`config.mk`:
```
export PLATFORM = sky130hd
export DESIGN_NAME = io_controller
export DESIGN_NICKNAME = d
export VERILOG_FILES = /design/src/rtl/io_pkg.sv /design/src/rtl/uart.sv /design/src/rtl/spi_master.sv /design/src/rtl/io_controller.sv
export SDC_FILE = /design/constraint.sdc
export NUM_CORES = 1
export LEC_CHECK = 0
export ABC_AREA = 1
export BUFFER_PORTS_ARGS = -buffer_cell sky130_fd_sc_hd__buf_2
export CORE_MARGIN = 1.5
export CORE_UTILIZATION = 45
export CTS_CLUSTER_DIAMETER = 120
export CTS_CLUSTER_SIZE = 30
export DETAILED_ROUTE_END_ITERATION = 12
export PLACE_DENSITY_LB_ADDON = 0.3
export SYNTH_ARGS = -nofsm -noshare
export SYNTH_HDL_FRONTEND = slang
export SYNTH_SLANG_ARGS = --single-unit
```
`constraint.sdc`:
```
create_clock -name clk -period 5.11 [get_ports clk]
set_clock_uncertainty 0.15 [all_clocks]
set_input_delay 0.7665 -clock clk [delete_from_list [all_inputs] [get_ports clk]]
set_output_delay 0.7665 -clock clk [all_outputs]
set_load 0.03 [all_outputs]
```
`src/rtl/io_pkg.sv`:
```
package io_pkg;

  // Address windows, word addresses on the 11-bit bus
  localparam logic [10:0] uart_base = 11'h000;
  localparam logic [10:0] uart_last = 11'h007;
  localparam logic [10:0] sw_base   = 11'h010;
  localparam logic [10:0] sw_last   = 11'h013;
  localparam logic [10:0] spi_base  = 11'h020;
  localparam logic [10:0] spi_last  = 11'h027;

  // Picks data (0) or status/control (1) inside a window
  localparam int unsigned reg_sel_bit = 2;

  // Short bit time keeps simulation fast
  localparam int unsigned uart_clks_per_bit = 8;

  // Clock cycles per SCLK half-period
  localparam int unsigned spi_clk_div = 2;

  // UART status word
  localparam int unsigned uart_stat_rx_valid = 0;
  localparam int unsigned uart_stat_tx_busy  = 1;

  // SPI status bits, read at the control address
  localparam int unsigned spi_stat_busy = 0;
  localparam int unsigned spi_stat_wp   = 1;

  // SPI control word fields
  localparam int unsigned spi_ctrl_sel_lsb = 8;
  localparam int unsigned spi_ctrl_itd_lsb = 16;

endpackage

```
`src/rtl/uart.sv`:
```
module uart (
  input  logic        clk,
  input  logic        rst_n,
  input  logic        sel,
  input  logic        wr,
  input  logic        reg_sel,
  input  logic [7:0]  wdata,
  input  logic        be0,
  output logic [31:0] rdata,
  input  logic        rx,
  output logic        tx,
  output logic        rx_valid,
  output logic        tx_busy
);
  import io_pkg::*;

  localparam int baud_w = $clog2(uart_clks_per_bit);
  localparam logic [baud_w-1:0] full_last = baud_w'(uart_clks_per_bit - 1);
  localparam logic [baud_w-1:0] half_last = baud_w'(uart_clks_per_bit / 2 - 1);

  logic [9:0]        tx_shift;
  logic [3:0]        tx_bit;
  logic [baud_w-1:0] tx_baud;
  logic              tx_load;

  logic              rx_meta;
  logic              rx_sync;
  logic              rx_busy;
  logic [3:0]        rx_bit;
  logic [baud_w-1:0] rx_baud;
  logic              rx_mid;
  logic [7:0]        rx_shift;
  logic [7:0]        rx_data;
  logic              rd_ack;
  logic [31:0]       status;

  // Writes during a frame are dropped
  assign tx_load = sel & wr & ~reg_sel & be0 & ~tx_busy;

  // Frame is stop, data, start from MSB down to LSB
  always_ff @(posedge clk or negedge rst_n) begin
    if (!rst_n) begin
      tx_shift <= '1;
      tx_bit   <= '0;
      tx_baud  <= '0;
      tx_busy  <= 1'b0;
    end else if (tx_load) begin
      tx_shift <= {1'b1, wdata, 1'b0};
      tx_bit   <= '0;
      tx_baud  <= '0;
      tx_busy  <= 1'b1;
    end else if (tx_busy) begin
      if (tx_baud == full_last) begin
        tx_baud <= '0;
        if (tx_bit == 4'd9) begin
          tx_busy <= 1'b0;
        end else begin
          tx_bit   <= tx_bit + 4'd1;
          tx_shift <= {1'b1, tx_shift[9:1]};
        end
      end else begin
        tx_baud <= tx_baud + 1'b1;
      end
    end
  end

  assign tx = tx_shift[0];

  always_ff @(posedge clk or negedge rst_n) begin
    if (!rst_n) begin
      rx_meta <= 1'b1;
      rx_sync <= 1'b1;
    end else begin
      rx_meta <= rx;
      rx_sync <= rx_meta;
    end
  end

  // Half a bit to reach the middle of the start bit, full bits after that
  assign rx_mid = (rx_baud == ((rx_bit == 4'd0) ? half_last : full_last));
  assign rd_ack = sel & ~wr & ~reg_sel;

  always_ff @(posedge clk or negedge rst_n) begin
    if (!rst_n) begin
      rx_busy  <= 1'b0;
      rx_bit   <= '0;
      rx_baud  <= '0;
      rx_valid <= 1'b0;
    end else begin
      if (rd_ack) begin
        rx_valid <= 1'b0;
      end
      if (!rx_busy) begin
        if (!rx_sync) begin
          rx_busy <= 1'b1;
          rx_bit  <= '0;
          rx_baud <= '0;
        end
      end else if (rx_mid) begin
        rx_baud <= '0;
        if (rx_bit == 4'd0 && rx_sync) begin
          // Glitch, not a real start bit
          rx_busy <= 1'b0;
        end else if (rx_bit == 4'd9) begin
          rx_busy <= 1'b0;
          if (rx_sync) begin
            rx_valid <= 1'b1;
          end
        end else begin
          rx_bit <= rx_bit + 4'd1;
        end
      end else begin
        rx_baud <= rx_baud + 1'b1;
      end
    end
  end

  always_ff @(posedge clk) begin
    if (rx_busy && rx_mid && rx_bit != 4'd0 && rx_bit != 4'd9) begin
      rx_shift <= {rx_sync, rx_shift[7:1]};
    end
    if (rx_busy && rx_mid && rx_bit == 4'd9 && rx_sync) begin
      rx_data <= rx_shift;
    end
  end

  always_comb begin
    status = '0;
    status[uart_stat_rx_valid] = rx_valid;
    status[uart_stat_tx_busy]  = tx_busy;
  end

  assign rdata = reg_sel ? status : {24'h000000, rx_data};

endmodule

```
`src/rtl/spi_master.sv`:
```
module spi_master (
  input  logic        clk,
  input  logic        rst_n,
  input  logic        sel,
  input  logic        wr,
  input  logic        reg_sel,
  input  logic [31:0] wdata,
  input  logic [3:0]  be,
  output logic [31:0] rdata,
  input  logic        miso,
  output logic        mosi,
  output logic        sclk,
  output logic [7:0]  selects,
  input  logic        wp_n,
  output logic [1:0]  itd
);
  import io_pkg::*;

  localparam int div_w = (spi_clk_div > 1) ? $clog2(spi_clk_div) : 1;
  localparam logic [div_w-1:0] div_last = div_w'(spi_clk_div - 1);

  logic             busy;
  logic [div_w-1:0] div_cnt;
  logic [3:0]       half_cnt;
  logic             tick;
  logic             rise;
  logic             fall;
  logic             start;
  logic             ctrl_wr;
  logic [7:0]       shift;
  logic             miso_bit;
  logic [31:0]      ctrl_word;

  assign start   = sel & wr & ~reg_sel & be[0] & ~busy;
  assign ctrl_wr = sel & wr & reg_sel;

  assign tick = busy & (div_cnt == div_last);
  assign rise = tick & ~sclk;
  assign fall = tick & sclk;

  // Sixteen SCLK half-periods per byte, ending on the last falling edge
  always_ff @(posedge clk or negedge rst_n) begin
    if (!rst_n) begin
      busy     <= 1'b0;
      sclk     <= 1'b0;
      div_cnt  <= '0;
      half_cnt <= '0;
    end else if (start) begin
      busy     <= 1'b1;
      sclk     <= 1'b0;
      div_cnt  <= '0;
      half_cnt <= '0;
    end else if (busy) begin
      if (tick) begin
        div_cnt  <= '0;
        sclk     <= ~sclk;
        half_cnt <= half_cnt + 4'd1;
        if (half_cnt == 4'd15) begin
          busy <= 1'b0;
        end
      end else begin
        div_cnt <= div_cnt + 1'b1;
      end
    end
  end

  // Sample on rising SCLK, shift on falling SCLK
  always_ff @(posedge clk) begin
    if (start) begin
      shift <= wdata[7:0];
    end else if (fall) begin
      shift <= {shift[6:0], miso_bit};
    end
    if (rise) begin
      miso_bit <= miso;
    end
  end

  assign mosi = busy & shift[7];

  // Byte-enabled fields, all devices deselected out of reset
  always_ff @(posedge clk or negedge rst_n) begin
    if (!rst_n) begin
      selects <= 8'hff;
      itd     <= 2'b00;
    end else if (ctrl_wr) begin
      if (be[1]) begin
        selects <= wdata[spi_ctrl_sel_lsb +: 8];
      end
      if (be[2]) begin
        itd <= wdata[spi_ctrl_itd_lsb +: 2];
      end
    end
  end

  always_comb begin
    ctrl_word = '0;
    ctrl_word[spi_stat_busy] = busy;
    ctrl_word[spi_stat_wp]   = wp_n;
    ctrl_word[spi_ctrl_sel_lsb +: 8] = selects;
    ctrl_word[spi_ctrl_itd_lsb +: 2] = itd;
  end

  assign rdata = reg_sel ? ctrl_word : {24'h000000, shift};

endmodule

```
`src/rtl/io_controller.sv`:
```
module io_controller (
  input  logic        clk,
  input  logic        rst_n,
  input  logic        read,
  input  logic        write,
  input  logic [10:0] address,
  input  logic [31:0] data_in,
  input  logic [3:0]  be,
  output logic [31:0] data_out,
  output logic        wait_out,
  output logic        tx0,
  input  logic        rx0,
  input  logic        miso,
  output logic        mosi,
  output logic        sclk,
  output logic [7:0]  spi_selects,
  input  logic        sd_wp_n,
  output logic        itd_backlight,
  output logic        itd_dc,
  output logic [1:0]  interrupt,
  input  logic [15:0] sw
);
  import io_pkg::*;

  logic [1:0]  iodelay;
  logic        second_cycle;
  logic        uart_hit;
  logic        sw_hit;
  logic        spi_hit;
  logic        uart_sel;
  logic        spi_sel;
  logic        wr_pulse;
  logic        reg_sel;
  logic [31:0] uart_rdata;
  logic [31:0] spi_rdata;
  logic [15:0] sw_meta;
  logic [15:0] sw_sync;
  logic        rx_valid;
  logic        tx_busy;

  // Shift register reloads to all ones whenever the bus is idle
  always_ff @(posedge clk or negedge rst_n) begin
    if (!rst_n) begin
      iodelay <= 2'b11;
    end else if (read | write) begin
      iodelay <= {iodelay[0], 1'b0};
    end else begin
      iodelay <= 2'b11;
    end
  end

  assign wait_out = iodelay[0];

  // High for exactly one cycle per access, even if a strobe is held longer
  assign second_cycle = iodelay[1] & ~iodelay[0];

  assign uart_hit = (address >= uart_base) && (address <= uart_last);
  assign sw_hit   = (address >= sw_base) && (address <= sw_last);
  assign spi_hit  = (address >= spi_base) && (address <= spi_last);

  assign uart_sel = uart_hit & (read | write) & second_cycle;
  assign spi_sel  = spi_hit & (read | write) & second_cycle;
  assign wr_pulse = write & second_cycle;
  assign reg_sel  = address[reg_sel_bit];

  always_ff @(posedge clk or negedge rst_n) begin
    if (!rst_n) begin
      sw_meta <= '0;
      sw_sync <= '0;
    end else begin
      sw_meta <= sw;
      sw_sync <= sw_meta;
    end
  end

  always_comb begin
    data_out = '0;
    if (uart_hit) begin
      data_out = uart_rdata;
    end else if (sw_hit) begin
      data_out = {16'h0000, sw_sync};
    end else if (spi_hit) begin
      data_out = spi_rdata;
    end
  end

  assign interrupt = {~tx_busy, rx_valid};

  uart u_uart (
    .clk      (clk),
    .rst_n    (rst_n),
    .sel      (uart_sel),
    .wr       (wr_pulse),
    .reg_sel  (reg_sel),
    .wdata    (data_in[7:0]),
    .be0      (be[0]),
    .rdata    (uart_rdata),
    .rx       (rx0),
    .tx       (tx0),
    .rx_valid (rx_valid),
    .tx_busy  (tx_busy)
  );

  spi_master u_spi (
    .clk     (clk),
    .rst_n   (rst_n),
    .sel     (spi_sel),
    .wr      (wr_pulse),
    .reg_sel (reg_sel),
    .wdata   (data_in),
    .be      (be),
    .rdata   (spi_rdata),
    .miso    (miso),
    .mosi    (mosi),
    .sclk    (sclk),
    .selects (spi_selects),
    .wp_n    (sd_wp_n),
    .itd     ({itd_backlight, itd_dc})
  );

endmodule

```
==> out/qor.csv <==
stage;metric;value;unit
critical_path;cpPeakStageDelay;230;ps
detailed_routing;detail_route.wirelength;8930;µm
cells_and_area;synthToLayoutAreaGrowth;14.2;%
sta;finalSetupViolations;0;
power;total_leakage_power;2.72;nW
cells_and_area;layout-drive-gt1-share;0.297;
flow_run;max_cap_viol_count;0;
placement;io_buffer_count;86;
critical_path;critical_path.slowest_cell;sky130_fd_sc_hd__buf_2;
power;combinationalPowerShare;0.134;
cells_and_area;antenna_cell_count;0;
global_route;initial_antenna_violation_count;0;
detailed_routing;drt_pass1_iterations;4;
critical_path;crit_path_cell_trace;buf_2 -> clkinv_4 -> nand2_1 -> nor2_2 -> nand2_1 -> nand2_1 -> inv_2 -> nand3_1 -> nand2_1 -> buf_2;
detailed_routing;wl_per_cell;12.6;µm
clock_tree;cts_root_buf;sky130_fd_sc_hd__clkbuf_8;
synthesis;yosysUniqueCellTypes;40;
sta;report.final.hold_viol_count;0;
global_route;global_route.usage.total;0.171;
clock_tree;insertion_delay;360;ps
clock_tree;post_cts_hold_buffer_count;0;
critical_path;critical-path-top-cell-by-count;sky130_fd_sc_hd__nand2_1;
sta;rsz0062_at_grt;no;
critical_path;cp_data_arrival_time;2090;ps
power;p_per_area;316;nW/µm²
power;clock_power_share;0.308;
sta;fin_tns_setup;0;ps
power;netSwitchingFraction;0.297;
critical_path;crit_type;primary input to primary output;
detailed_routing;remaining_drc_errors;0;
sta;max_fclk;332;MHz
clock_tree;ctsHtreeMaxLevel;3;
placement;hpwl;6610;µm
critical_path;required_time_at_the_endpoint_of_the_critical_path;4190;ps
global_route;grt_pass1_vias;3295;
clock_tree;cts-root-to-sink-buffers;2;
critical_path;critical_path.startpoint_type;primary input;
global_route;grt_pass1_wl;15000;µm
die;design.die.area;11200;µm²
detailed_routing;drt-initial-drc-count;150;
synthesis;async_reset_ff_frac;0.760;
die;floorplan.die.width;106;µm
die;core.rowCount;37;
sta;final_period_minus_worst_setup_slack;3010;ps
clock_tree;cts_post_setup_buffers_inserted;0;
synthesis;syn_area_per_cell;9.88;µm²
placement;routabilityCongestion;0.789;
synthesis;ys_seq_elements;104;
critical_path;worst-path-max-fanout;8;
cells_and_area;n_fill_cell;955;
cells_and_area;finish.net_count;647;
synthesis;yosysWarningCount;0;
detailed_routing;drt_via_density;4.69;
synthesis;synth_sequential_area_ratio;0.581;
global_route;total_congestion_overflow;0;
power;internal_power;1.20;mW
clock_tree;clock_tree_from_tritoncts;done;
global_route;grt_start_max_net_pins;80;
die;top_level_ports;118;
detailed_routing;antenna_left;0;
detailed_routing;vias;3328;
cells_and_area;layout_common_cells;sky130_fd_sc_hd__nand2_1, sky130_fd_sc_hd__buf_2, sky130_fd_sc_hd__inv_1;
sta;worst_slew_margin_rel;0.348;
synthesis;yosys_most_used_dff;sky130_fd_sc_hd__dfrtp_1;
sta;min_period_over_period;0.589;
clock_tree;numCtsBuffers;9;
die;fp.dieH;106;µm
die;core_region;10300;µm²
synthesis;synth.cell_area;4740;µm²
min_path;min_path_type;flip-flop to flip-flop;
cells_and_area;layout.core_utilization;0.527;
die;initial_core_util;0.462;
power;irDropWorstVdd;0.289;mV
clock_tree;clkTransAtPathRegs;120;ps
clock_tree;cts-resized-gates;0;
synthesis;syn-instance-count;480;
outcome;status;completed;
power;switchingPower;509;µW
sta;tightest_slew;977;ps
synthesis;synth_enable_flop_cells;25;
power;power_frac_seq;0.557;
sta;drv_slew;0;
critical_path;nature_of_the_critical_path_endpoint;primary output;
cells_and_area;mostFrequentLayoutCell;sky130_fd_sc_hd__nand2_1;
clock_tree;cts.sinks;104;
## cell families after synthesis
| logic type | count (synthesis) | synth area share |
|---|---|---|
| compound gates | 35 | 0.0504 |
| xor+xnor | 4 | 0.00739 |
| fa+ha+maj | 9 | 0.0237 |
| buf+inv | 92 | 0.0968 |
| flops | 104 | 0.581 |
| other cells | 1 | 0.000791 |
| simple gates | 235 | 0.240 |
## power groups by stage
stage | Combinational, mW | Clock (mW) | Sequential [mW]
floorplan | 0.168 | 0 | 0.964
global placement | 0.218 | 0 | 0.969
detailed placement | 0.233 | 0 | 0.972
CTS | 0.232 | 0.550 | 0.956
global route | 0.258 | 0.583 | 0.964
finish | 0.230 | 0.529 | 0.955
## flip-flops by register name, summed over array words and instances (netlist names), 2 cells and up
signal           cells
sw_meta             16
sw_sync             16
u_uart.tx_shift      9
u_spi.selects        8
u_spi.shift          8
u_uart.rx_data       8
u_uart.rx_shift      8
u_spi.half_cnt       4
u_uart.rx_bit        4
u_uart.tx_bit        4
u_uart.rx_baud       3
u_uart.tx_baud       3
iodelay              2
u_spi.itd            2
## worst max-delay path: cells and delay by family
family                 cells  cell delay (ps)
buffers and inverters      4              740
AND/OR/NAND/NOR            6              580
## cell usage after synthesis (2+ instances only)
cell type                  instances  area (µm²)
sky130_fd_sc_hd__a21oi_1           3        15.0
sky130_fd_sc_hd__a21oi_2           9        78.8
sky130_fd_sc_hd__buf_4            15         113
sky130_fd_sc_hd__buf_6             7        78.8
sky130_fd_sc_hd__dfrtp_1          58        1450
sky130_fd_sc_hd__dfstp_2          21         552
sky130_fd_sc_hd__edfxtp_1         25         751
sky130_fd_sc_hd__ha_1              9         113
sky130_fd_sc_hd__inv_1            63         236
sky130_fd_sc_hd__inv_2             6        22.5
sky130_fd_sc_hd__nand2_1         116         435
sky130_fd_sc_hd__nand2_2           3        18.8
sky130_fd_sc_hd__nand2_4           2        22.5
sky130_fd_sc_hd__nand3_1          57         285
sky130_fd_sc_hd__nand3_4           3        52.6
sky130_fd_sc_hd__nand4_1           3        18.8
sky130_fd_sc_hd__nor2_1           26        97.6
sky130_fd_sc_hd__nor2_2            7        43.8
sky130_fd_sc_hd__nor2_4            7        78.8
sky130_fd_sc_hd__nor3_1            4        20.0
sky130_fd_sc_hd__o21ai_0           5        25.0
sky130_fd_sc_hd__o21ai_1           9        45.0
sky130_fd_sc_hd__or2_2             3        18.8
sky130_fd_sc_hd__xor2_1            3        26.3
## layer usage
metal | vias up | wire [µm] | global-route usage
li1 | 1671 | - | -
met1 | 1577 | 4030 | 0.217
met2 | 72 | 4440 | 0.294
met3 | 8 | 353 | 0.0328
met4 | 0 | 99 | 0.0569
met5 | - | 0 | 0
## area by class of cell
type                            instances  area (µm²)  area share
Sequential cell                       104        2750       0.508
Multi-Input combinational cell        297        1580       0.291
Timing Repair Buffer                   86         433      0.0799
Inverter                               70         268      0.0494
Tap cell                              136         170      0.0314
Clock buffer                            9         124      0.0229
Clock inverter                          7        91.3      0.0169
## metrics by stage
| stage | hold WS, ps | setup WS, ps | power, mW | area (µm²) | cells |
|---|---|---|---|---|---|
| 4_1_cts | 215 | 2080 | 1.74 | 5420 | 709 |
| 5_1_grt | 210 | 1960 | 1.80 | 5420 | 709 |
| 6_report | 212 | 2100 | 1.71 | 5420 | 709 |
| 3_3_place_gp | 182 | 2110 | 1.19 | 5200 | 693 |
| 2_1_floorplan | 181 | 2160 | 1.13 | 4790 | 493 |
| 3_5_place_dp | 186 | 2080 | 1.20 | 5200 | 693 |
## worst paths after layout
kind / startpoint / endpoint / slack (ps) / cells after the start
worst max-delay path: address[2] / data_out[8] / 2100 / 10
worst min-delay path: sw_meta[9] / sw_sync[9] / 210 / 0
worst max register to register: u_uart.rx_bit[0] / u_uart.rx_data[3] / 2970 / 6
worst min register to register: sw_meta[9] / sw_sync[9] / 210 / 0
max in group asynchronous: rst_n / sw_meta[12] / 3780 / 1
min in group asynchronous: rst_n / u_uart.tx_baud[1] / 390 / 1
(Power assumes the default switching activity.)
